--- config.mk ---
export PLATFORM = sky130hd
export DESIGN_NAME = nkmd_dai_tx
export DESIGN_NICKNAME = d
export VERILOG_FILES = /design/src/nkmd_arch_pkg.sv /design/src/nkmd_dai_tx.sv
export SDC_FILE = /design/constraint.sdc
export NUM_CORES = 1
export LEC_CHECK = 0
export BUFFER_PORTS_ARGS = -buffer_cell sky130_fd_sc_hd__buf_2
export CORE_ASPECT_RATIO = 1.75
export CORE_UTILIZATION = 45
export DETAILED_ROUTE_END_ITERATION = 10
export PLACE_DENSITY = 0.78
export SLEW_MARGIN = 0
export SYNTH_ARGS = -nofsm -noshare
export SYNTH_HDL_FRONTEND = slang
export SYNTH_SLANG_ARGS = --single-unit
--- constraint.sdc ---
create_clock -name clk -period 1.9 [get_ports clk]
set_clock_uncertainty 0.05 [all_clocks]
set_input_delay 0.095 -clock clk [delete_from_list [all_inputs] [get_ports clk]]
set_output_delay 0.095 -clock clk [all_outputs]
set_load 0.02 [all_outputs]
--- src/nkmd_arch_pkg.sv ---
package nkmd_arch_pkg;

    // ************************************************************************
    // bus widths and memory sizes
    // ************************************************************************
    localparam int DATA_W     = 32;
    localparam int ADDR_W     = 32;
    localparam int DAI_W      = 24;

    localparam int RAM_DEPTH  = 256;
    localparam int RAM_AW     = 8;                  // word index bits
    localparam int PROG_DEPTH = 256;
    localparam int PROG_AW    = 8;

    // ************************************************************************
    // address map, region in bits 15..12
    // ************************************************************************
    localparam int REG_LSB = 12;
    localparam int REG_W   = 4;

    localparam logic [REG_W-1:0] REG_RAM    = 4'd0;
    localparam logic [REG_W-1:0] REG_DAI_RX = 4'd1;
    localparam logic [REG_W-1:0] REG_DAI_TX = 4'd2;
    localparam logic [REG_W-1:0] REG_TIMER  = 4'd3;

    localparam logic [ADDR_W-1:0] ADDR_RX_DATA = 32'h0000_1000;
    localparam logic [ADDR_W-1:0] ADDR_RX_STAT = 32'h0000_1001;
    localparam logic [ADDR_W-1:0] ADDR_TX_DATA = 32'h0000_2000;
    localparam logic [ADDR_W-1:0] ADDR_TX_STAT = 32'h0000_2001;
    localparam logic [ADDR_W-1:0] ADDR_TIMER   = 32'h0000_3000;

endpackage

--- src/nkmd_dai_tx.sv ---
`timescale 1ns/1ps

module nkmd_dai_tx (
    input  logic                              clk,
    input  logic                              arst_n_i,

    output logic [nkmd_arch_pkg::DAI_W-1:0]   tx_data_o,
    input  logic                              tx_pop_i,
    output logic                              tx_ack_o,

    input  logic [nkmd_arch_pkg::ADDR_W-1:0]  addr_i,
    input  logic [nkmd_arch_pkg::DATA_W-1:0]  data_i,
    output logic [nkmd_arch_pkg::DATA_W-1:0]  data_o,
    input  logic                              we_i,
    input  logic                              re_i
);

    import nkmd_arch_pkg::*;

    logic [DAI_W-1:0] sample_q;
    logic             valid_q;
    logic             sel;
    logic             wr_data;
    logic             rd_data;
    logic             rd_stat;
    logic             pop_ok;

    assign sel     = (addr_i[REG_LSB +: REG_W] == REG_DAI_TX);
    assign wr_data = we_i && sel && (addr_i[REG_LSB-1:0] == ADDR_TX_DATA[REG_LSB-1:0]);
    assign rd_data = re_i && sel && (addr_i[REG_LSB-1:0] == ADDR_TX_DATA[REG_LSB-1:0]);
    assign rd_stat = re_i && sel && (addr_i[REG_LSB-1:0] == ADDR_TX_STAT[REG_LSB-1:0]);
    assign pop_ok  = tx_pop_i && valid_q;

    always_ff @(posedge clk) begin
        if (wr_data) begin
            sample_q <= data_i[DAI_W-1:0];
        end
        if (pop_ok) begin
            tx_data_o <= sample_q;                      // held after the ack
        end
    end

    always_ff @(posedge clk or negedge arst_n_i) begin
        if (!arst_n_i) begin
            valid_q  <= 1'b0;
            tx_ack_o <= 1'b0;
            data_o   <= '0;
        end else begin
            tx_ack_o <= pop_ok;
            if (wr_data) begin
                valid_q <= 1'b1;
            end else if (pop_ok) begin
                valid_q <= 1'b0;
            end

            if (rd_data) begin
                data_o <= DATA_W'(sample_q);
            end else if (rd_stat) begin
                data_o <= DATA_W'(valid_q);             // sw polls for empty
            end else begin
                data_o <= '0;
            end
        end
    end

    a_ack_single: assert property (
        @(posedge clk) disable iff (!arst_n_i)
        tx_ack_o |=> !tx_ack_o
    );

endmodule

# After elaboration in Yosys (flattened, before gate mapping)
# Cells that the tools add are included.
# Widths: inputs -> output; s select.
dict set report totals {
  regBits 82
  latch_bits 0
  mem_bits_rw 0
  rom_bits 0
  input_bits 69
  word_cells 19
  n_memories 0
}
dict set report classes {
  addsub 0
  multipliers 0
  div 0
  order_cmp 0
  eq_ne 2
  n_shift 0
  n_mux 4
  n_bitwise 0
  reduce_logical 8
}
# cell n
set op_table {}
lappend op_table {{$mux 24} 1}
lappend op_table {{$eq 12x1->1 const B} 1}
lappend op_table {{$logic_not 12->1} 1}
lappend op_table {{$logic_and 1x1->1} 6}
lappend op_table {{$eq 4x2->1 const B} 1}
lappend op_table {{$mux 1} 3}
lappend op_table {{$reduce_bool 2->1} 1}

# Logic depth before layout (Yosys ltp)
dict set report depth {
  depth_word 5
  depth_mapped 4
  ltp_nobuf 3
}

# Worst setup path after synthesis
# No wires, ideal clock.
dict set report synth_path {
  path_kind {in2reg}
  start {input port addr_i[12] in the netlist's numbering}
  end {register sample_q[0], enable pin}
  setup_time_ps 405
  t_arrival_ps 1828
  required_ps 1445
  path_slack_ps -383
  path_stages 4
  cell_sequence {nor3b_1 -> nand4_4 -> buf_6 -> nor2_1}
}
dict set report synth_between {
  elab_chain_len 3
}
# item line
set synth_lines {}
lappend synth_lines {{start: declaration} nkmd_dai_tx.sv:11} ;# input logic [nkmd_arch_pkg::ADDR_W-1:0] addr_i,
lappend synth_lines {{$eq 4x2->1} nkmd_dai_tx.sv:28} ;# assign sel = (addr_i[REG_LSB +: REG_W] == REG_DAI_TX);
lappend synth_lines {{$logic_and 1x1->1 (2 in series)} nkmd_dai_tx.sv:29} ;# assign wr_data = we_i && sel && (addr_i[REG_LSB-1:0] == ADDR_TX_DATA[REG_LSB-1:0]);
lappend synth_lines {{named net wr_data} nkmd_dai_tx.sv:23} ;# logic wr_data;
lappend synth_lines {{end signal: assignment} nkmd_dai_tx.sv:36} ;# sample_q <= data_i[DAI_W-1:0];
lappend synth_lines {{end: declaration} nkmd_dai_tx.sv:20} ;# logic [DAI_W-1:0] sample_q;
# The timed path passes the listed nets, and every way through them passes these cells.
# A chain may end at the register's enable or synchronous reset.

# Worst setup path in the final report
dict set report layout_path {
  start {register valid_q}
  end {register tx_data_o[6] in the netlist's numbering, enable pin}
}
dict set report layout_between {
  elab_chain_len 1
}
# item line
set layout_lines {}
lappend layout_lines {{start: declaration} nkmd_dai_tx.sv:21} ;# logic valid_q;
lappend layout_lines {{start signal: assignment} nkmd_dai_tx.sv:45} ;# valid_q <= 1'b0;
lappend layout_lines {{start signal: assignment} nkmd_dai_tx.sv:51} ;# valid_q <= 1'b1;
lappend layout_lines {{start signal: assignment} nkmd_dai_tx.sv:53} ;# valid_q <= 1'b0;
lappend layout_lines {{$logic_and 1x1->1} nkmd_dai_tx.sv:32} ;# assign pop_ok = tx_pop_i && valid_q;
lappend layout_lines {{named net pop_ok} nkmd_dai_tx.sv:26} ;# logic pop_ok;
lappend layout_lines {{end signal: assignment} nkmd_dai_tx.sv:39} ;# tx_data_o <= sample_q;
lappend layout_lines {{end: declaration} nkmd_dai_tx.sv:7} ;# output logic [nkmd_arch_pkg::DAI_W-1:0] tx_data_o,
# The timed path passes the listed nets, and every way through them passes these cells.

==> qor.yml <==
logic_synthesis:
  synthTopCellsByCount: "edfxtp_1, dfrtp_1, inv_1, nor3_2, buf_4"
  ys_warn_count: 0
  avgSynthCellArea_um2: 17.96
  yosys_register_bits: 74
  syn-cell-area_um2: 2623
  synth_edf_count: 48
  synthCells: 146
  ys_types: 17
  async_flop_share: 0.3514
  synth.yosys.seq_area_share: 0.7977
  yosys_most_used_dff: "edfxtp_1"
  synth.most_common_cell: "edfxtp_1"
  yosys.area.top_type: "edfxtp_1"
  netlist_top_cells_area: "edfxtp_1, dfrtp_1, nor3_2"
  synth_top_area_frac: 0.5496
cts:
  cts.htree.levels: 3
  numCtsBuffers: 9
  clk_pin_slew_ns: 0.07
  cts_tree: "built"
  cts_setup_buffers: 0
  cts.sinks: 74
  ctsRootBufferMaster: "clkbuf_8"
  clockBufferDepth: 2
  clk_latency_ns: 0.34
global_routing:
  grt_use_total: 0.1763
  grt_max_degree: 27
  antenna_found_initial: 0
  grt_pass1_wl_um: 7334
  grt_pass1_vias: 1532
  gr-total-overflow: 0
timing:
  fmax_ghz: 0.7287
  hold_violations: 0
  timing.final.crit_share: 0.7222
  relSlewSlack: 0.6010
  setup_tns_ns: 0
  whs_ns: 0.03438
  final.min_clock_period_ns: 1.372
  rsz0062_at_grt: "no"
  setup_viol: 0
  worst_slew_pin_slew_ns: 0.5985
  slew_viol_final: 0
job:
  cap_violations: 0
critical_path:
  crit_type: "reg2reg"
  crit_fanout: 10
  crit_arrival_ns: 1.36
  required_ns: 1.88
  critPathLaunchType: "register"
  cp-end-kind: "register"
detailed_routing:
  viasPerCell: 4.294
  wire_per_inst_um: 13.46
  dr.pass1.iters: 4
  ant_nets: 0
  drc: 0
  routed_wl_um: 4847
  num_vias: 1546
  drt_iter0_drc: 45
final_layout:
  stdcell_area_um2: 3615
  layout-drive-gt1-share: 0.4789
  fin_cells: 360
  fin_util: 0.6472
  final_nets: 348
  area_growth_pct: 37.83
  insertedDiodeCount: 0
placement:
  dp.cells: 317
  hpwl_um: 3316
  place_area_um2: 3172
  portBuffers: 93
  gp_congestion: 0.7210
power_and_ir_drop:
  p_per_area_nw_per_um2: 802.8
  p_leak_nw: 1.638
  ir_drop_mv: 0.5751
floorplanning:
  die_x_um: 59.71
  fp.dieH_um: 103.0
  die_area_um2: 6149
  num_rows: 36
  core_um2: 5585
  io_pins: 126
  start_util: 0.4695
run_status:
  status: "complete, no violations"
hold_path:
  holdCritPathClass: "in2reg"
[path summary, 6_finish.rpt]
path	start	cells after the start	to	slack [ns]
setup / recovery	valid_q	2	tx_data_o[6]	0.53
hold / removal	we_i	3	valid_q	0.03
setup reg to reg	valid_q	2	tx_data_o[6]	0.53
hold reg to reg	sample_q[22]	0	tx_data_o[22]	0.40
max in group asynchronous	arst_n_i	2	data_o[21]	1.16
min in group asynchronous	arst_n_i	2	data_o[20]	0.25
[registers in the layout, indices dropped and copies added, names as in the netlist]
signal and cells:
data_o 24, sample_q 24, tx_ack_o 1, tx_data_o 24, valid_q 1
[stage by stage]
step / worst slack (ns) / total power [mW]
global route: 0.4688 / 3.016
finish: 0.5278 / 2.902
global placement: 0.4863 / 1.841
floorplan: 0.01285 / 1.788
CTS: 0.5011 / 2.924
detailed placement: 0.4680 / 1.844
[cell families (layout without fill, tap and decap cells)]
logic type	after synthesis	count (layout)	synth area share
mux	1	1	0.003817
compound gates	1	1	0.002387
flops	74	74	0.7977
buf+inv	36	167	0.06966
simple gates	33	33	0.1250
other cells	1	8	0.001430
[what timing repair did]
action	in CTS	in global routing
endpoints found under the hold margin	52	0
hold buffers	27	0
gates resized for setup	0	0
[cell type report]
class	count	area (µm²)
Sequential cell	74	2092
Clock buffer	13	158.9
Fill cell	436	1971
Inverter	24	90.09
Timing Repair Buffer	127	788.3
Tap cell	76	95.09
Multi-Input combinational cell	43	376.6
Clock inverter	3	13.76
[routing by layer]
| layer | vias up | wire, µm | global-route usage | part of all wire |
|---|---|---|---|---|
| met3 | 8 | 255 | 0.06650 | 0.053 |
| met1 | 717 | 1704 | 0.1849 | 0.35 |
| met4 | 0 | 131 | 0.1055 | 0.027 |
| li1 | 747 | - | - | - |
| met5 | - | 0 | 0 | 0 |
| met2 | 74 | 2755 | 0.2932 | 0.57 |
[layout by cell type, fill, tap and decap left out, drive strengths merged]
master,instances
clkinv,3
clkbuf,13
dfrtp,26
edfxtp,48
dlygate4sd3,27
nor3,23
nand2b,2
buf,100
nor2,1
nand4,1
nor3b,2
inv,24
nor4,3
conb,8
and2,1
o22ai,1
mux2i,1
[power by group]
part / total (mW) / internal [mW] / switching, mW
clock network: 1.05 / 0.538 / 0.512
registers: 1.71 / 1.71 / 0.00000580
logic: 0.144 / 0.0765 / 0.0673
[critical path, stage by stage (launching register included)]
cell     delay [ns]
dfrtp_1        0.37
and2_1         0.36
buf_4          0.28
No activity file was read; power rests on OpenSTA's default activity.
