File: src/nkmd_arch_pkg.sv
package nkmd_arch_pkg;

    // ************************************************************************
    // bus widths and memory sizes
    // ************************************************************************
    localparam int DATA_W     = 32;
    localparam int ADDR_W     = 32;
    localparam int DAI_W      = 24;

    localparam int RAM_DEPTH  = 256;
    localparam int RAM_AW     = 8;                  // word index bits
    localparam int PROG_DEPTH = 256;
    localparam int PROG_AW    = 8;

    // ************************************************************************
    // address map, region in bits 15..12
    // ************************************************************************
    localparam int REG_LSB = 12;
    localparam int REG_W   = 4;

    localparam logic [REG_W-1:0] REG_RAM    = 4'd0;
    localparam logic [REG_W-1:0] REG_DAI_RX = 4'd1;
    localparam logic [REG_W-1:0] REG_DAI_TX = 4'd2;
    localparam logic [REG_W-1:0] REG_TIMER  = 4'd3;

    localparam logic [ADDR_W-1:0] ADDR_RX_DATA = 32'h0000_1000;
    localparam logic [ADDR_W-1:0] ADDR_RX_STAT = 32'h0000_1001;
    localparam logic [ADDR_W-1:0] ADDR_TX_DATA = 32'h0000_2000;
    localparam logic [ADDR_W-1:0] ADDR_TX_STAT = 32'h0000_2001;
    localparam logic [ADDR_W-1:0] ADDR_TIMER   = 32'h0000_3000;

endpackage

File: src/nkmd_dai_rx.sv
`timescale 1ns/1ps

module nkmd_dai_rx (
    input  logic                              clk,
    input  logic                              arst_n_i,

    input  logic [nkmd_arch_pkg::DAI_W-1:0]   rx_data_i,
    input  logic                              rx_ack_i,

    input  logic [nkmd_arch_pkg::ADDR_W-1:0]  addr_i,
    input  logic [nkmd_arch_pkg::DATA_W-1:0]  data_i,
    output logic [nkmd_arch_pkg::DATA_W-1:0]  data_o,
    input  logic                              we_i,
    input  logic                              re_i
);

    import nkmd_arch_pkg::*;

    logic [DAI_W-1:0] sample_q;
    logic             full_q;
    logic             sel;
    logic             rd_data;
    logic             rd_stat;
    logic             wr_stat;

    assign sel     = (addr_i[REG_LSB +: REG_W] == REG_DAI_RX);
    assign rd_data = re_i && sel && (addr_i[REG_LSB-1:0] == ADDR_RX_DATA[REG_LSB-1:0]);
    assign rd_stat = re_i && sel && (addr_i[REG_LSB-1:0] == ADDR_RX_STAT[REG_LSB-1:0]);
    assign wr_stat = we_i && sel && (addr_i[REG_LSB-1:0] == ADDR_RX_STAT[REG_LSB-1:0]);

    always_ff @(posedge clk) begin
        if (rx_ack_i) begin
            sample_q <= rx_data_i;                      // overwrites when full
        end
    end

    always_ff @(posedge clk or negedge arst_n_i) begin
        if (!arst_n_i) begin
            full_q <= 1'b0;
            data_o <= '0;
        end else begin
            if (rx_ack_i) begin
                full_q <= 1'b1;                         // capture beats clear
            end else if (rd_data) begin
                full_q <= 1'b0;
            end else if (wr_stat) begin
                full_q <= data_i[0];                    // sw may drop a sample
            end

            if (rd_data) begin
                data_o <= DATA_W'(sample_q);
            end else if (rd_stat) begin
                data_o <= DATA_W'(full_q);
            end else begin
                data_o <= '0;
            end
        end
    end

    a_capture_kept: assert property (
        @(posedge clk) disable iff (!arst_n_i)
        rx_ack_i |=> full_q && (sample_q == $past(rx_data_i))
    );

endmodule

File: config.mk
export PLATFORM = sky130hd
export DESIGN_NAME = nkmd_dai_rx
export DESIGN_NICKNAME = d
export VERILOG_FILES = /design/src/nkmd_arch_pkg.sv /design/src/nkmd_dai_rx.sv
export SDC_FILE = /design/constraint.sdc
export NUM_CORES = 1
export LEC_CHECK = 0
export ABC_AREA = 1
export BUFFER_PORTS_ARGS = -buffer_cell sky130_fd_sc_hd__buf_4
export CAP_MARGIN = 20
export CORE_MARGIN = 5
export CORE_UTILIZATION = 44
export DETAILED_ROUTE_END_ITERATION = 10
export GPL_TIMING_DRIVEN = 0
export PLACE_DENSITY = 0.94
export SLEW_MARGIN = 10
export SYNTH_ARGS = -nofsm -noshare
export SYNTH_HDL_FRONTEND = slang
export SYNTH_SLANG_ARGS = --single-unit
File: constraint.sdc
create_clock -name clk -period 2.1 [get_ports clk]
set_clock_uncertainty 0.1 [all_clocks]
set_input_delay 0.21 -clock clk [delete_from_list [all_inputs] [get_ports clk]]
set_output_delay 0.21 -clock clk [all_outputs]
set_load 0.02 [all_outputs]
After elaboration in Yosys (flattened, before gate mapping):

Index checks and enable logic that the tools add are counted.

* output and inout bits: 32
* input bits: 93
* logic and storage cells: 17
* bits in registers: 57

* equality and inequality tests: 2
* multiplexer cells: 5
* reductions and logical operators: 7

Operators with widths (count)
* two-way mux 24 bit: 1
* equality test 12 x 1 -> 1 bit, second input constant: 1
* zero test 12 bit: 1
* logical AND 1 bit: 5
* equality test 4 x 1 -> 1 bit, second input constant: 1
* two-way mux 1 bit: 4
* nonzero test 3 bit: 1

Longest topological paths before layout:

* depth in word-level cells: 6
* gate-level depth with buffers: 8
* gate-level depth less buffers: 8

Worst setup path before layout:

Ideal clock, no wire load.

* kind: input to register
* from: input addr_i[11] (netlist bit)
* to: register data_o[10] (netlist bit)
* stages: 6
* library setup time: 69 ps
* required time: 1931 ps
* setup slack: 1066 ps
* arrival: 866 ps
* buffers on the path: 1
* cell sequence: nor2_1 -> nand2_1 -> nor2_4 -> nand3_4 -> buf_6 -> nor2_2

* cells in the longest elaborated chain, start to end: 3

Ends and longest elaborated chain
* start, declared: line nkmd_dai_rx.sv:10 `input logic [nkmd_arch_pkg::ADDR_W-1:0] addr_i,`
* zero test 12 bit: line nkmd_dai_rx.sv:27 `assign rd_data = re_i && sel && (addr_i[REG_LSB-1:0] == ADDR_RX_DATA[REG_LSB-1:0]);`
* logical AND 1 bit: line nkmd_dai_rx.sv:27
* two-way mux 24 bit: line nkmd_dai_rx.sv:50 `if (rd_data) begin`
* end signal, assigned: line nkmd_dai_rx.sv:51 `data_o <= DATA_W'(sample_q);`
* end signal, assigned: line nkmd_dai_rx.sv:53 `data_o <= DATA_W'(full_q);`
* end, declared: line nkmd_dai_rx.sv:12 `output logic [nkmd_arch_pkg::DATA_W-1:0] data_o,`

Every way passes these cells.
A chain may end at the register's enable or synchronous reset.

Worst setup path in the final report:

* from: register data_o[1] (netlist bit)
* to: output data_o[1] (netlist bit)

No word-level cell between the ends.

==> out/results.env <==
OUTCOME='completed'
R2R_CELLS=2
YOSYS.AREA.TOP_TYPE_SHARE=0.395
WORSTPATHCELLLIST='buf_4'
TOTAL_NEGATIVE_SETUP_SLACKS_PS=0
WORST-PATH-MAX-FANOUT=1
WIRE_LENGTH_OF_THE_FIRST_GLOBAL_ROUTING_PASS_UM=5680
TIMING.CRITICAL_PATH.ARRIVAL_PS=830
DESIGN.FINAL.NETS=339
DPL.HPWL_UM=2620
DR.PASS1.ITERS=4
CRIT_PATH_END_KIND='primary output'
FINALHOLDVIOLCOUNT=0
MIN_PATH_TYPE='in -> reg'
SYN_INST=138
R2R_SETUP_SLACK_PS=1320
DRT_WL_TOTAL_UM=3630
SYNTH.FF_LATCH_COUNT=49
DIE_HEIGHT_UM=74.4
TOTAL_LEAKAGE_POWER_nW=1.39
MAXIMUM_NUMBER_OF_PINS_ON_ONE_NET_BEFORE_GLOBAL_ROUTE_REPAIR=26
CTS_REPAIR_RESIZE_COUNT=0
POST_SYNTH_TOP_FLOP='sky130_fd_sc_hd__dfrtp_1'
NUMBER_OF_STANDARD_CELLS_IN_THE_LAYOUT_TAPS_IN_AND_FILLERS_OUT=297
SYNTH.LIB_CELLS_USED.DISTINCT=15
CTS_SETUP_BUFFERS=0
NUM-FILL-CELLS=264
HP-START='addr_i[2]'
N_ANTENNA_CELL=0
CTS.SINKS=49
HOLDPATHSTAGES=4
MAX_CAP_VIOLATIONS=0
SETUP_VIOLATIONS=0
SEQ_TOTAL_AREA_YOSYS=0.737
IOS=125
SYNTH.YOSYS.WARNINGS=0
STANDARD_CELL_ROW_COUNT=23
R2R-START='full_q$_DFFE_PN0P_'
CRITICAL_PATH_REQUIRED_PS=1790
PORT_BUFFER_COUNT=69
VIA_COUNT=1204
SLOWEST_STAGE_CELL_CP='sky130_fd_sc_hd__dfrtp_1'
RSZ0062_AT_GRT='no'
DIE_WIDTH_UM=74.4
ROUTED_WIRE_LENGTH_PER_INSTANCE_UM=12.2
YS_TOP_CELLS_BY_COUNT='sky130_fd_sc_hd__inv_1, sky130_fd_sc_hd__dfrtp_1, sky130_fd_sc_hd__edfxtp_1'
CLK_ROOT_BUFFER_CELL='sky130_fd_sc_hd__clkbuf_8'
CORE_AREA_UM2=4000
POST_SYN_AREA_UM2=1830
ASYNC_SET_OR_RESET_FLOP_FRACTION_IN_THE_SYNTHESIZED_NETLIST=0.510
MAXIMUM_CLOCK_RATE_GHz=0.880
GRT_OVERFLOW=0
SYNTH_TOP_CELLS_BY_AREA='sky130_fd_sc_hd__edfxtp_1, sky130_fd_sc_hd__dfrtp_1, sky130_fd_sc_hd__nor2_2, sky130_fd_sc_hd__inv_1, sky130_fd_sc_hd__buf_4'
LAYOUT-AREA-OVERHEAD-VS-SYNTH_PCT=51.6
H-TREE-DEPTH=2
VIASPERCELL=4.05
RR_ENDPOINT='data_o[0]$_DFF_PN0_'
ANT_NETS=0
DRC_ERRORS_LEFT=0
CRITICAL_PATH.N_BUFFERS_INVERTERS=1
SYNTH-EDFF-COUNT=24
GRT_ANTENNA_BEFORE_REPAIR=0
CLK_PATH_BUF_DEPTH=2
YOSYS.CELL_COUNT.TOP_TYPE='sky130_fd_sc_hd__inv_1'
FINAL.PERIOD_UTILIZATION=0.541
CRITPATHLAUNCHTYPE='register'
MULTI_INPUT_AREA_UM2=318
WORST_SETUP_HOLD_PATH_CLK_SLEW_PS=90
HOLD_END='data_o[0]$_DFF_PN0_'
FINALWORSTPATHREQUIREDPERIOD_PS=1140
GLOBALROUTETOTALUTIL=0.141
FINAL_MAX_SLEW_VIOL_COUNT=0
SEQCELLAREA_UM2=1350
CTS_HOLD_BUFFERS=25
WORST_PATH_DOMINANT_CELL_FAMILY='flip-flops'
WORST-SETUP-PATH-TYPE='reg -> out'
SYN-MEAN-INSTANCE-AREA_UM2=13.2
SLOWEST_DELAY_PS=380
DIEAREA_UM2=5540
POWER.DENSITY_nW_PER_UM2=638
FIRST_GLOBAL_VIAS=1262
IR_WORST_VDD_mV=0.511
DESIGN_POWER_TOTAL_W=0.00177
INSERTION_DELAY_PS=300
ROUTABILITY_CONG=0.867
POST-PLACE-CELLS=264
CTS_TREE='done'
DRTITER0DRC=52
FIN_UTIL=0.692
FLOORPLAN.INITIALDENSITY=0.456
CTS_BUFFERS=5
LAYOUT-DRIVE-GT1-SHARE=0.453
SYNTHDOMINANTAREACELLTYPE='sky130_fd_sc_hd__edfxtp_1'
==> power breakdown <==
part	internal, W	switching [W]	total (W)	leakage (nW)
Clock	0.000231	0.000294	0.000525	0.0482
Sequential	0.00105	0.0000126	0.00106	0.581
Combinational	0.000102	0.0000743	0.000177	0.765
==> per-stage QoR <==
stage               cell area (µm²)  hold WS [ps]  setup slack (ps)
floorplan                      1850          -186              1070
global placement               2430          11.9               871
detailed placement             2430          16.7               800
CTS                            2770          81.9               947
global route                   2770          92.2               913
finish                         2770          96.4               963
==> layout by cell type (no fill, tap or decap), types with 2 or more instances in the layout <==
cell type | Yosys | routed
sky130_fd_sc_hd__buf_4 | 8 | 77
sky130_fd_sc_hd__buf_6 | 2 | 2
sky130_fd_sc_hd__clkbuf_8 | 0 | 5
sky130_fd_sc_hd__clkinv_2 | 0 | 2
sky130_fd_sc_hd__conb_1 | 1 | 8
sky130_fd_sc_hd__dfrtp_1 | 25 | 25
sky130_fd_sc_hd__dlygate4sd3_1 | 0 | 25
sky130_fd_sc_hd__edfxtp_1 | 24 | 24
sky130_fd_sc_hd__inv_1 | 28 | 28
sky130_fd_sc_hd__nand2_1 | 8 | 8
sky130_fd_sc_hd__nand3_1 | 3 | 3
sky130_fd_sc_hd__nand4_1 | 2 | 2
sky130_fd_sc_hd__nor2_1 | 11 | 11
sky130_fd_sc_hd__nor2_2 | 20 | 20
sky130_fd_sc_hd__nor2_4 | 3 | 3
==> how the worst max path moves through the flow <==
stage / slack (ps) / depth (start not counted) / from / endpoint
2_1_floorplan: 1070 / 6 / addr_i[11] / data_o[10]$_DFF_PN0_
3_3_place_gp: 870 / 7 / addr_i[11] / data_o[21]$_DFF_PN0_
3_5_place_dp: 800 / 7 / addr_i[9] / data_o[7]$_DFF_PN0_
4_1_cts: 950 / 1 / data_o[4]$_DFF_PN0_ / data_o[4]
5_1_grt: 910 / 1 / data_o[19]$_DFF_PN0_ / data_o[19]
6_report: 960 / 1 / data_o[1]$_DFF_PN0_ / data_o[1]
==> flip-flops by register name, indices dropped and copies added (netlist names) <==
register	count
full_q	1
data_o	24
sample_q	24
==> worst reg2reg max path: cells and delay by family, from the launching register on <==
| kind | cells | cell delay (ps) |
|---|---|---|
| AO/OA/AOI/OAI | 1 | 160 |
| flip-flops | 1 | 360 |
| AND/OR/NAND/NOR | 1 | 90 |
==> routing by layer <==
metal | track usage | vias to the layer above | part of all wire
li1 | - | 615 | -
met1 | 0.163 | 545 | 0.38
met4 | 0.0672 | 0 | 0.012
met3 | 0.0459 | 4 | 0.064
met5 | 0 | - | 0
met2 | 0.238 | 40 | 0.55
==> final cells by class <==
class	count	share of cell area
plain buffers	10	0.0298
repair buffers	94	0.278
multi-input cells	58	0.115
clock buffers	5	0.0249
well taps	50	0.0226
clock inverters	3	0.00588
inverters	28	0.0380
flip-flops and latches	49	0.486
==> cell families (layout without fill, tap and decap cells) <==
| logic type | Yosys count | after routing | synth area share |
|---|---|---|---|
| and+or+nand+nor | 49 | 49 | 0.155 |
| other | 1 | 8 | 0.00205 |
| AOI/OAI and AO/OA | 1 | 1 | 0.00274 |
| DFF | 49 | 49 | 0.737 |
| buffers and inverters | 38 | 140 | 0.103 |
(Power assumes the default switching activity.)
