## src/nkmd_arch_pkg.sv

```systemverilog
package nkmd_arch_pkg;

    // ************************************************************************
    // bus widths and memory sizes
    // ************************************************************************
    localparam int DATA_W     = 32;
    localparam int ADDR_W     = 32;
    localparam int DAI_W      = 24;

    localparam int RAM_DEPTH  = 256;
    localparam int RAM_AW     = 8;                  // word index bits
    localparam int PROG_DEPTH = 256;
    localparam int PROG_AW    = 8;

    // ************************************************************************
    // address map, region in bits 15..12
    // ************************************************************************
    localparam int REG_LSB = 12;
    localparam int REG_W   = 4;

    localparam logic [REG_W-1:0] REG_RAM    = 4'd0;
    localparam logic [REG_W-1:0] REG_DAI_RX = 4'd1;
    localparam logic [REG_W-1:0] REG_DAI_TX = 4'd2;
    localparam logic [REG_W-1:0] REG_TIMER  = 4'd3;

    localparam logic [ADDR_W-1:0] ADDR_RX_DATA = 32'h0000_1000;
    localparam logic [ADDR_W-1:0] ADDR_RX_STAT = 32'h0000_1001;
    localparam logic [ADDR_W-1:0] ADDR_TX_DATA = 32'h0000_2000;
    localparam logic [ADDR_W-1:0] ADDR_TX_STAT = 32'h0000_2001;
    localparam logic [ADDR_W-1:0] ADDR_TIMER   = 32'h0000_3000;

endpackage

```

## src/nkmd_timer.sv

```systemverilog
`timescale 1ns/1ps

module nkmd_timer (
    input  logic                              clk,
    input  logic                              arst_n_i,

    input  logic [nkmd_arch_pkg::ADDR_W-1:0]  addr_i,
    input  logic [nkmd_arch_pkg::DATA_W-1:0]  data_i,
    output logic [nkmd_arch_pkg::DATA_W-1:0]  data_o,
    input  logic                              we_i,
    input  logic                              re_i
);

    import nkmd_arch_pkg::*;

    logic [DATA_W-1:0] count_q;
    logic              sel_q;
    logic              hit;

    assign hit = (addr_i[REG_LSB +: REG_W] == REG_TIMER)
              && (addr_i[REG_LSB-1:0] == ADDR_TIMER[REG_LSB-1:0]);

    always_ff @(posedge clk or negedge arst_n_i) begin
        if (!arst_n_i) begin
            count_q <= '0;
            sel_q   <= 1'b0;
        end else begin
            count_q <= (we_i && hit) ? '0 : count_q + 1'b1;    // any write clears
            sel_q   <= re_i && hit;
        end
    end

    // count as it stands in the data cycle, so strobe to strobe is measured
    assign data_o = sel_q ? count_q : '0;

endmodule

```

## config.mk

```make
export PLATFORM = sky130hd
export DESIGN_NAME = nkmd_timer
export DESIGN_NICKNAME = d
export VERILOG_FILES = /design/src/nkmd_arch_pkg.sv /design/src/nkmd_timer.sv
export SDC_FILE = /design/constraint.sdc
export NUM_CORES = 1
export LEC_CHECK = 0
export ABC_CLOCK_PERIOD_IN_PS = 3400
export BUFFER_PORTS_ARGS = -buffer_cell sky130_fd_sc_hd__buf_2
export CAP_MARGIN = 20
export CELL_PAD_IN_SITES_DETAIL_PLACEMENT = 0
export CELL_PAD_IN_SITES_GLOBAL_PLACEMENT = 1
export CORE_MARGIN = 5
export CORE_UTILIZATION = 28
export DETAILED_ROUTE_END_ITERATION = 7
export PLACE_DENSITY = 0.67
export REMOVE_ABC_BUFFERS = 1
export SLEW_MARGIN = 20
export SYNTH_ARGS = -nofsm -noshare
export SYNTH_HDL_FRONTEND = slang
export SYNTH_SLANG_ARGS = --single-unit
```

## constraint.sdc

```tcl
create_clock -name clk -period 3.4 [get_ports clk]
set_input_delay 0.34 -clock clk [delete_from_list [all_inputs] [get_ports clk]]
set_output_delay 0.34 -clock clk [all_outputs]
set_load 0.01 [all_outputs]
```

======== After elaboration in Yosys (flattened, before gate mapping) ========
Cells that the tools add are included.
W data, S select, Z words.
operators by class
  add/subtract/negate cells ............... 1
  reduce and logical (&&, ||, !) cells .... 4
  equal/unequal tests ..................... 1
  mux-type cells .......................... 2
operators by type and width
  cell                     number
  $mux W32                 2
  $add A32 B1 Y32 const B  1
  $logic_not A12 Y1        1
  $eq A4 B2 Y1 const B     1
  $logic_and A1 B1 Y1      3
word-level totals
  output and inout port bits .............. 32
  bits of input ports ..................... 68
  word-level logic and storage cells ...... 10
  register bits after elaboration ......... 33

======== Depth between registers and ports, before layout ========
Gate-level depths: netlist (run 1).
  depth after elaboration ................. 4
  mapped depth ............................ 6

======== Worst setup path after synthesis (run 1) ========
No wires, ideal clock.
  path type ............................... register to register
  from .................................... register count_q[0]
  to ...................................... register count_q[28]
  path buffers ............................ 1
  stages on the path, launching flop included .. 7
  slack ................................... 1.358 ns
  data arrival time ....................... 1.964 ns
  cell sequence ........................... dfrtp_1 ha_1 nand4_2 or4_1 buf_2 or4_1 a21oi_1
on the way
  cells in the longest elaborated chain, start to end .. 2
RTL lines
  item                    RTL line          RTL
  from (decl)             nkmd_timer.sv:16  logic [DATA_W-1:0] count_q;
  from (signal assigned)  nkmd_timer.sv:28  count_q <= (we_i && hit) ? '0 : count_q + 1'b1;
  $add A32 B1 Y32         nkmd_timer.sv:28
  $mux W32                nkmd_timer.sv:28
No other way between the ends.

======== Worst setup path after layout (run 1) ========
  from .................................... register count_q[8]
  to ...................................... register count_q[21]
The elaborated chain is that of the path after synthesis.

==> out/metrics.yaml, run 1 <==
port-buffer-count: 51
yosys-mux-area-fraction: 0.0101
synth-xor-area-share: 0.0488
highest_layer: "met4"
power.density_mw_per_mm2: 323
diodes: 0
async_flop_share: 1.00
clockRootBuffer: "clkbuf_8"
placedCellCount: 359
fin_skew_ps: 6.16
drt_wl_total_mm: 4.91
synth.most_common_cell: "dfrtp_1"
initial_core_util: 0.289
yosys_warnings: 0
cp_max_fo: 22
core_sq_mm: 0.00683
synth.yosys.seq_area_share: 0.418
fmax_mhz: 436
synth_compound_area_frac: 0.120
setup_viol: 0
synth_top_area_share: 0.418
first_iter_violations: 51
grt_remaining_overflow: 0
worst_pin_slew_ps: 744
antenna_found_initial: 0
hold_viol: 0
io_pins: 100
min_path_type: "input pin to async pin"
period_share: 0.675
numCtsBuffers: 5
firstDrtPassIters: 4
drc: 0
die_x_microns: 94.0
clk_latency_ps: 280
cts.clk_slew.worst_paths_ps: 70
yosys_register_bits: 33
synth_area_per_cell_sq_um: 8.85
ys.flop_type: "dfrtp_1"
multi_input_area_sq_mm: 0.00109
fill_cells: 776
synth_top_family_by_area: "simple AND/OR/NAND/NOR gates"
maxSlewViolCount: 0
critical_path.startpoint_type: "register"
final.setup.tns_ps: 0
fin_cells: 366
grt_max_degree: 34
synth.distinct_cells: 34
place.gp.congestion: 0.703
vdd_drop_max_uv: 117
dieArea_sq_mm: 0.00883
via_count: 1792
syn_area_sq_mm: 0.00197
cts_tree: "built"
critPathCaptureType: "register"
synthSimpleGateAreaFrac: 0.366
cellLeakagePower_uw: 0.00107
period_needed_ps: 2300
dp_hpwl_mm: 3.48
worstPathArrival_ps: 2510
syn_to_final_growth_pct: 21.4
status: "completed"
die_y_microns: 94.0
wirelength_met1_mm: 2.30
wl_met3_microns: 227
rsz0062_at_grt: "false"
layout.nets: 339
grt_first_pass_wirelength_mm: 8.49
cap_violations: 0
synthTopCellsByArea: "dfrtp_1, and2_1, or4_1"
h-tree-depth: 2
critical_path_required_ps: 3610
synth-edff-count: 0
synth_top_area_cell: "dfrtp_1"
p_total_uw: 775
synthAdderAreaFrac: 0.00634
grt_pass1_vias: 1757
yosys-top-cells-count: "dfrtp_1, and2_1, a21oi_1, nor2_1, or4_1"
max-slew-margin-rel: 0.503
synthCells: 223
drive_gt1_frac: 0.237
ant_nets: 0
wl_met2_mm: 2.34
wl_per_cell_microns: 13.4
routed_via_density: 4.90
num_rows: 30
clock_path_buffers: 2
cts_hold_buf: 0
cts_setup_buffers: 0
grt_usage: 0.119
critical_path_class: "register to register"
cts_resized: 0
cts.sinks: 33
regArea_sq_um: 826
## cell type report
| type | instances | area share |
|---|---|---|
| multi-input combinational | 174 | 0.454 |
| tap | 96 | 0.0501 |
| clock buffer | 7 | 0.0360 |
| timing repair buffer | 52 | 0.110 |
| inverter | 4 | 0.00626 |
| sequential | 33 | 0.344 |
## layer usage
metal  vias up  track usage
li1        916            -
met1       847        0.153
met2        24        0.194
met3         5       0.0377
met4         0       0.0289
met5         -            0
## critical path, cell delays in order (launching register included)
cell     delay, ps
dfrtp_1        450
and4_1         290
nand4_1        610
or4_1          720
a21oi_1        150
## state kept, by name, summed over array words and instances, names as in the netlist
name	cells
count_q	32
sel_q	1
## cells by family after synthesis
family / count (synthesis)
AOI/OAI and AO/OA: 38
xor gates and xnor gates: 11
adders and majority gates: 1
buffers and inverters: 16
DFF: 33
muxes: 2
and+or+nand+nor: 122
## placed cells by master, fill, tap and decap left out, types with 4 or more instances in the layout
| cell type | Yosys | layout |
|---|---|---|
| or4_1 | 16 | 16 |
| dfrtp_1 | 33 | 33 |
| and2_1 | 32 | 32 |
| nand2_1 | 14 | 14 |
| a21oi_1 | 16 | 16 |
| clkbuf_8 | 0 | 6 |
| nand4_1 | 11 | 11 |
| o21ai_0 | 4 | 4 |
| inv_1 | 4 | 4 |
| and4_1 | 4 | 4 |
| nor4_1 | 6 | 6 |
| xor2_1 | 4 | 4 |
| nor2_1 | 16 | 16 |
| xnor2_1 | 7 | 7 |
| buf_2 | 1 | 51 |
| nand3_1 | 8 | 8 |
| o31ai_1 | 14 | 14 |
## stage by stage
| stage | hold slack, ps | util | cell area [sq um] | setup slack, ps |
|---|---|---|---|---|
| detailed placement | 464 | 0.338 | 2310 | 1110 |
| CTS | 157 | 0.351 | 2400 | 1100 |
| global placement | 467 | 0.338 | 2310 | 1130 |
| floorplan | 44.4 | - | 1930 | 1350 |
| global route | 192 | 0.351 | 2400 | 845 |
| finish | 120 | 0.351 | 2400 | 1100 |
## final timing paths
check / endpoint / cells past startpoint / slack [ps] / startpoint
max in group asynchronous: count_q[18]$_DFF_PN0_ / 1 / 2800 / arst_n_i
max reg2reg: count_q[21]$_DFF_PN0_ / 4 / 1100 / count_q[8]$_DFF_PN0_
min reg2reg: count_q[0]$_DFF_PN0_ / 1 / 510 / count_q[0]$_DFF_PN0_
max: count_q[21]$_DFF_PN0_ / 4 / 1100 / count_q[8]$_DFF_PN0_
min in group clk: sel_q$_DFF_PN0_ / 3 / 270 / re_i
min: count_q[20]$_DFF_PN0_ / 1 / 120 / arst_n_i
## where the power goes
part | internal, uW | switching, uW
logic | 22.3 | 30.1
registers | 405 | 20.0
clock network | 161 | 137
(Power assumes the default switching activity.)
==> run 2, diff against run 1 <==
--- a/config.mk
+++ b/config.mk
@@ -5,7 +5,7 @@
 export SDC_FILE = /design/constraint.sdc
 export NUM_CORES = 1
 export LEC_CHECK = 0
-export ABC_CLOCK_PERIOD_IN_PS = 3400
+export ABC_CLOCK_PERIOD_IN_PS = 2000
 export BUFFER_PORTS_ARGS = -buffer_cell sky130_fd_sc_hd__buf_2
 export CAP_MARGIN = 20
 export CELL_PAD_IN_SITES_DETAIL_PLACEMENT = 0
@@ -13,7 +13,7 @@
 export CORE_MARGIN = 5
 export CORE_UTILIZATION = 28
 export DETAILED_ROUTE_END_ITERATION = 7
-export PLACE_DENSITY = 0.67
+export PLACE_DENSITY = 0.7
 export REMOVE_ABC_BUFFERS = 1
 export SLEW_MARGIN = 20
 export SYNTH_ARGS = -nofsm -noshare
==> constraint.sdc (replaced) <==
create_clock -name clk -period 2 [get_ports clk]
set_input_delay 0.2 -clock clk [delete_from_list [all_inputs] [get_ports clk]]
set_output_delay 0.2 -clock clk [all_outputs]
set_load 0.01 [all_outputs]
==> out/metrics.yaml, run 2 (synthesis gave the netlist of run 1 again) <==
routed_via_density: 4.83  # -1.4%
final.setup.tns_ps: 0  # unchanged
initial_core_util: 0.289  # unchanged
largest_registers: "count_q x32, sel_q x1"
fin_area_sq_mm: 0.00262  # +9.4%
drive_gt1_frac: 0.314  # +0.0770
via_count: 1878  # +4.8%
dp_hpwl_mm: 3.77  # +8.2%
worst_pin_slew_ps: 746  # +2.13 ps
r2r.worst_path.cells: 6  # +2
cts_hold_buf: 0  # unchanged
min_path_type: "input pin to async pin"
hold_viol: 33  # +33
critical_path_class: "register to register"
h-tree-depth: 2  # unchanged
vdd_drop_max_uv: 230  # +97%
path_cells: "ha_2, buf_4, nand2_1, or4_4, or4_1, a21oi_1"
cap_violations: 0  # unchanged
critPathCaptureType: "register"
power_frac_clock: 0.435  # +0.051
clockRootBuffer: "clkbuf_8"
fin_util: 0.384  # +0.0330
ant_nets: 0  # unchanged
r2r-start: "count_q[0]$_DFF_PN0_"
placed_cell_area_sq_mm: 0.00249  # +7.7%
die_y_microns: 94.0  # unchanged
power_switching_uw: 339  # +81%
grt_usage: 0.122  # +0.00277
fmax_mhz: 520  # +19%
cp_num_buf_inv: 1  # +1
power_frac_comb: 0.092  # +0.024
final_common_cell: "buf_2"
cp_max_fo: 3  # -86%
violations: "negative hold slack"
largest_reg_flops: 32  # unchanged
cts.sinks: 33  # unchanged
grt_max_degree: 34  # unchanged
dieArea_sq_mm: 0.00883  # unchanged
cts_tree: "built"
grt_remaining_overflow: 0  # unchanged
clk_latency_ps: 280  # about the same
grt_first_pass_wirelength_mm: 8.51  # +0.32%
p_total_uw: 1500  # +93%
critical_path.startpoint_type: "register"
num_rows: 30  # unchanged
io_pins: 100  # unchanged
max-slew-margin-rel: 0.503  # about the same
p_int_uw: 1160  # +97%
drc: 0  # unchanged
holdWs_ps: -21.4  # -141 ps
cp_slowest_cell: "or4_4"
period_needed_ps: 1920  # -372 ps
layout.nets: 361  # +6.5%
clock_path_buffers: 2  # unchanged
top_register: "count_q"
antenna_found_initial: 0  # unchanged
seqPwrFrac: 0.473  # -0.075
wl_per_cell_microns: 13.2  # -1.8%
power.density_mw_per_mm2: 570  # +76%
cpPeakStageDelay_ps: 540  # -180 ps
critical_path_required_ps: 2210  # -1400 ps
first_iter_violations: 68  # +33%
cp.depth: 6  # +2
maxSlewViolCount: 0  # unchanged
r2r_setup_slack_ps: 80  # -1030 ps
diodes: 0  # unchanged
firstDrtPassIters: 4  # unchanged
final_cell_mix: "buf_2, dfrtp_1, and2_1, buf_4, nor2_1"
cellLeakagePower_uw: 0.00119  # +11%
timing.rr.end: "count_q[20]$_DFF_PN0_"
grt_pass1_vias: 1785  # +1.6%
drt_wl_total_mm: 5.13  # +4.3%
status: "finished, violations left"
cts.clk_slew.worst_paths_ps: 70  # about the same
setup_viol: 0  # unchanged
core_sq_mm: 0.00683  # unchanged
swShare: 0.227  # -0.0151
crit_family: "simple AND/OR/NAND/NOR gates"
period_share: 0.961  # +0.286
die_x_microns: 94.0  # unchanged
cts_setup_buffers: 0  # unchanged
worstPathArrival_ps: 2130  # -380 ps
port-buffer-count: 51  # unchanged
fin_skew_ps: 7.92  # +1.76 ps
syn_to_final_growth_pct: 32.8
place.gp.congestion: 0.752  # +7.0%
numCtsBuffers: 5  # unchanged
==> run 2: through the flow <==
stage          worst slack (ps)  instances
2_1_floorplan             -29.4        211
3_3_place_gp              -12.4        381
3_5_place_dp              -42.4        381
4_1_cts                    26.5        389
5_1_grt                   -11.3        389
6_report                   77.3        389
==> run 2: how the worst max path moves through the flow <==
stage,start,to,slack [ps]
final,count_q[0]$_DFF_PN0_,count_q[20]$_DFF_PN0_,80
after global routing,count_q[0]$_DFF_PN0_,count_q[22]$_DFF_PN0_,-10
after CTS,count_q[0]$_DFF_PN0_,count_q[28]$_DFF_PN0_,30
after detailed placement,count_q[0]$_DFF_PN0_,count_q[28]$_DFF_PN0_,-40
after global placement,count_q[0]$_DFF_PN0_,count_q[28]$_DFF_PN0_,-10
after floorplan,count_q[0]$_DFF_PN0_,count_q[28]$_DFF_PN0_,-30
==> run 2: routing by layer <==
layer	wire, microns	vias to the layer above	global-route usage
li1	-	959	-
met1	2380	879	0.156
met2	2440	38	0.199
met3	275	2	0.0296
met4	30	0	0.0433
met5	0	-	0
==> run 2: cell type report <==
cell class | instances | area [sq um]
timing repair buffer | 74 | 440
multi-input combinational | 174 | 1100
clock buffer | 7 | 86.3
sequential | 33 | 826
clock inverter | 1 | 30.0
inverter | 4 | 15.0
fill | 747 | 4210
tap | 96 | 120
==> run 2: timing repair <==
action	CTS	global route
endpoints found under the setup margin	1	5
resized for setup	1	4
pin swaps	0	3
==> run 2: power groups by stage <==
stage	sequential (uW)	clock (uW)	combinational (uW)
floorplan	726	0	50.1
global placement	720	0	136
detailed placement	720	0	136
CTS	707	669	138
global route	710	704	155
finish	707	651	137
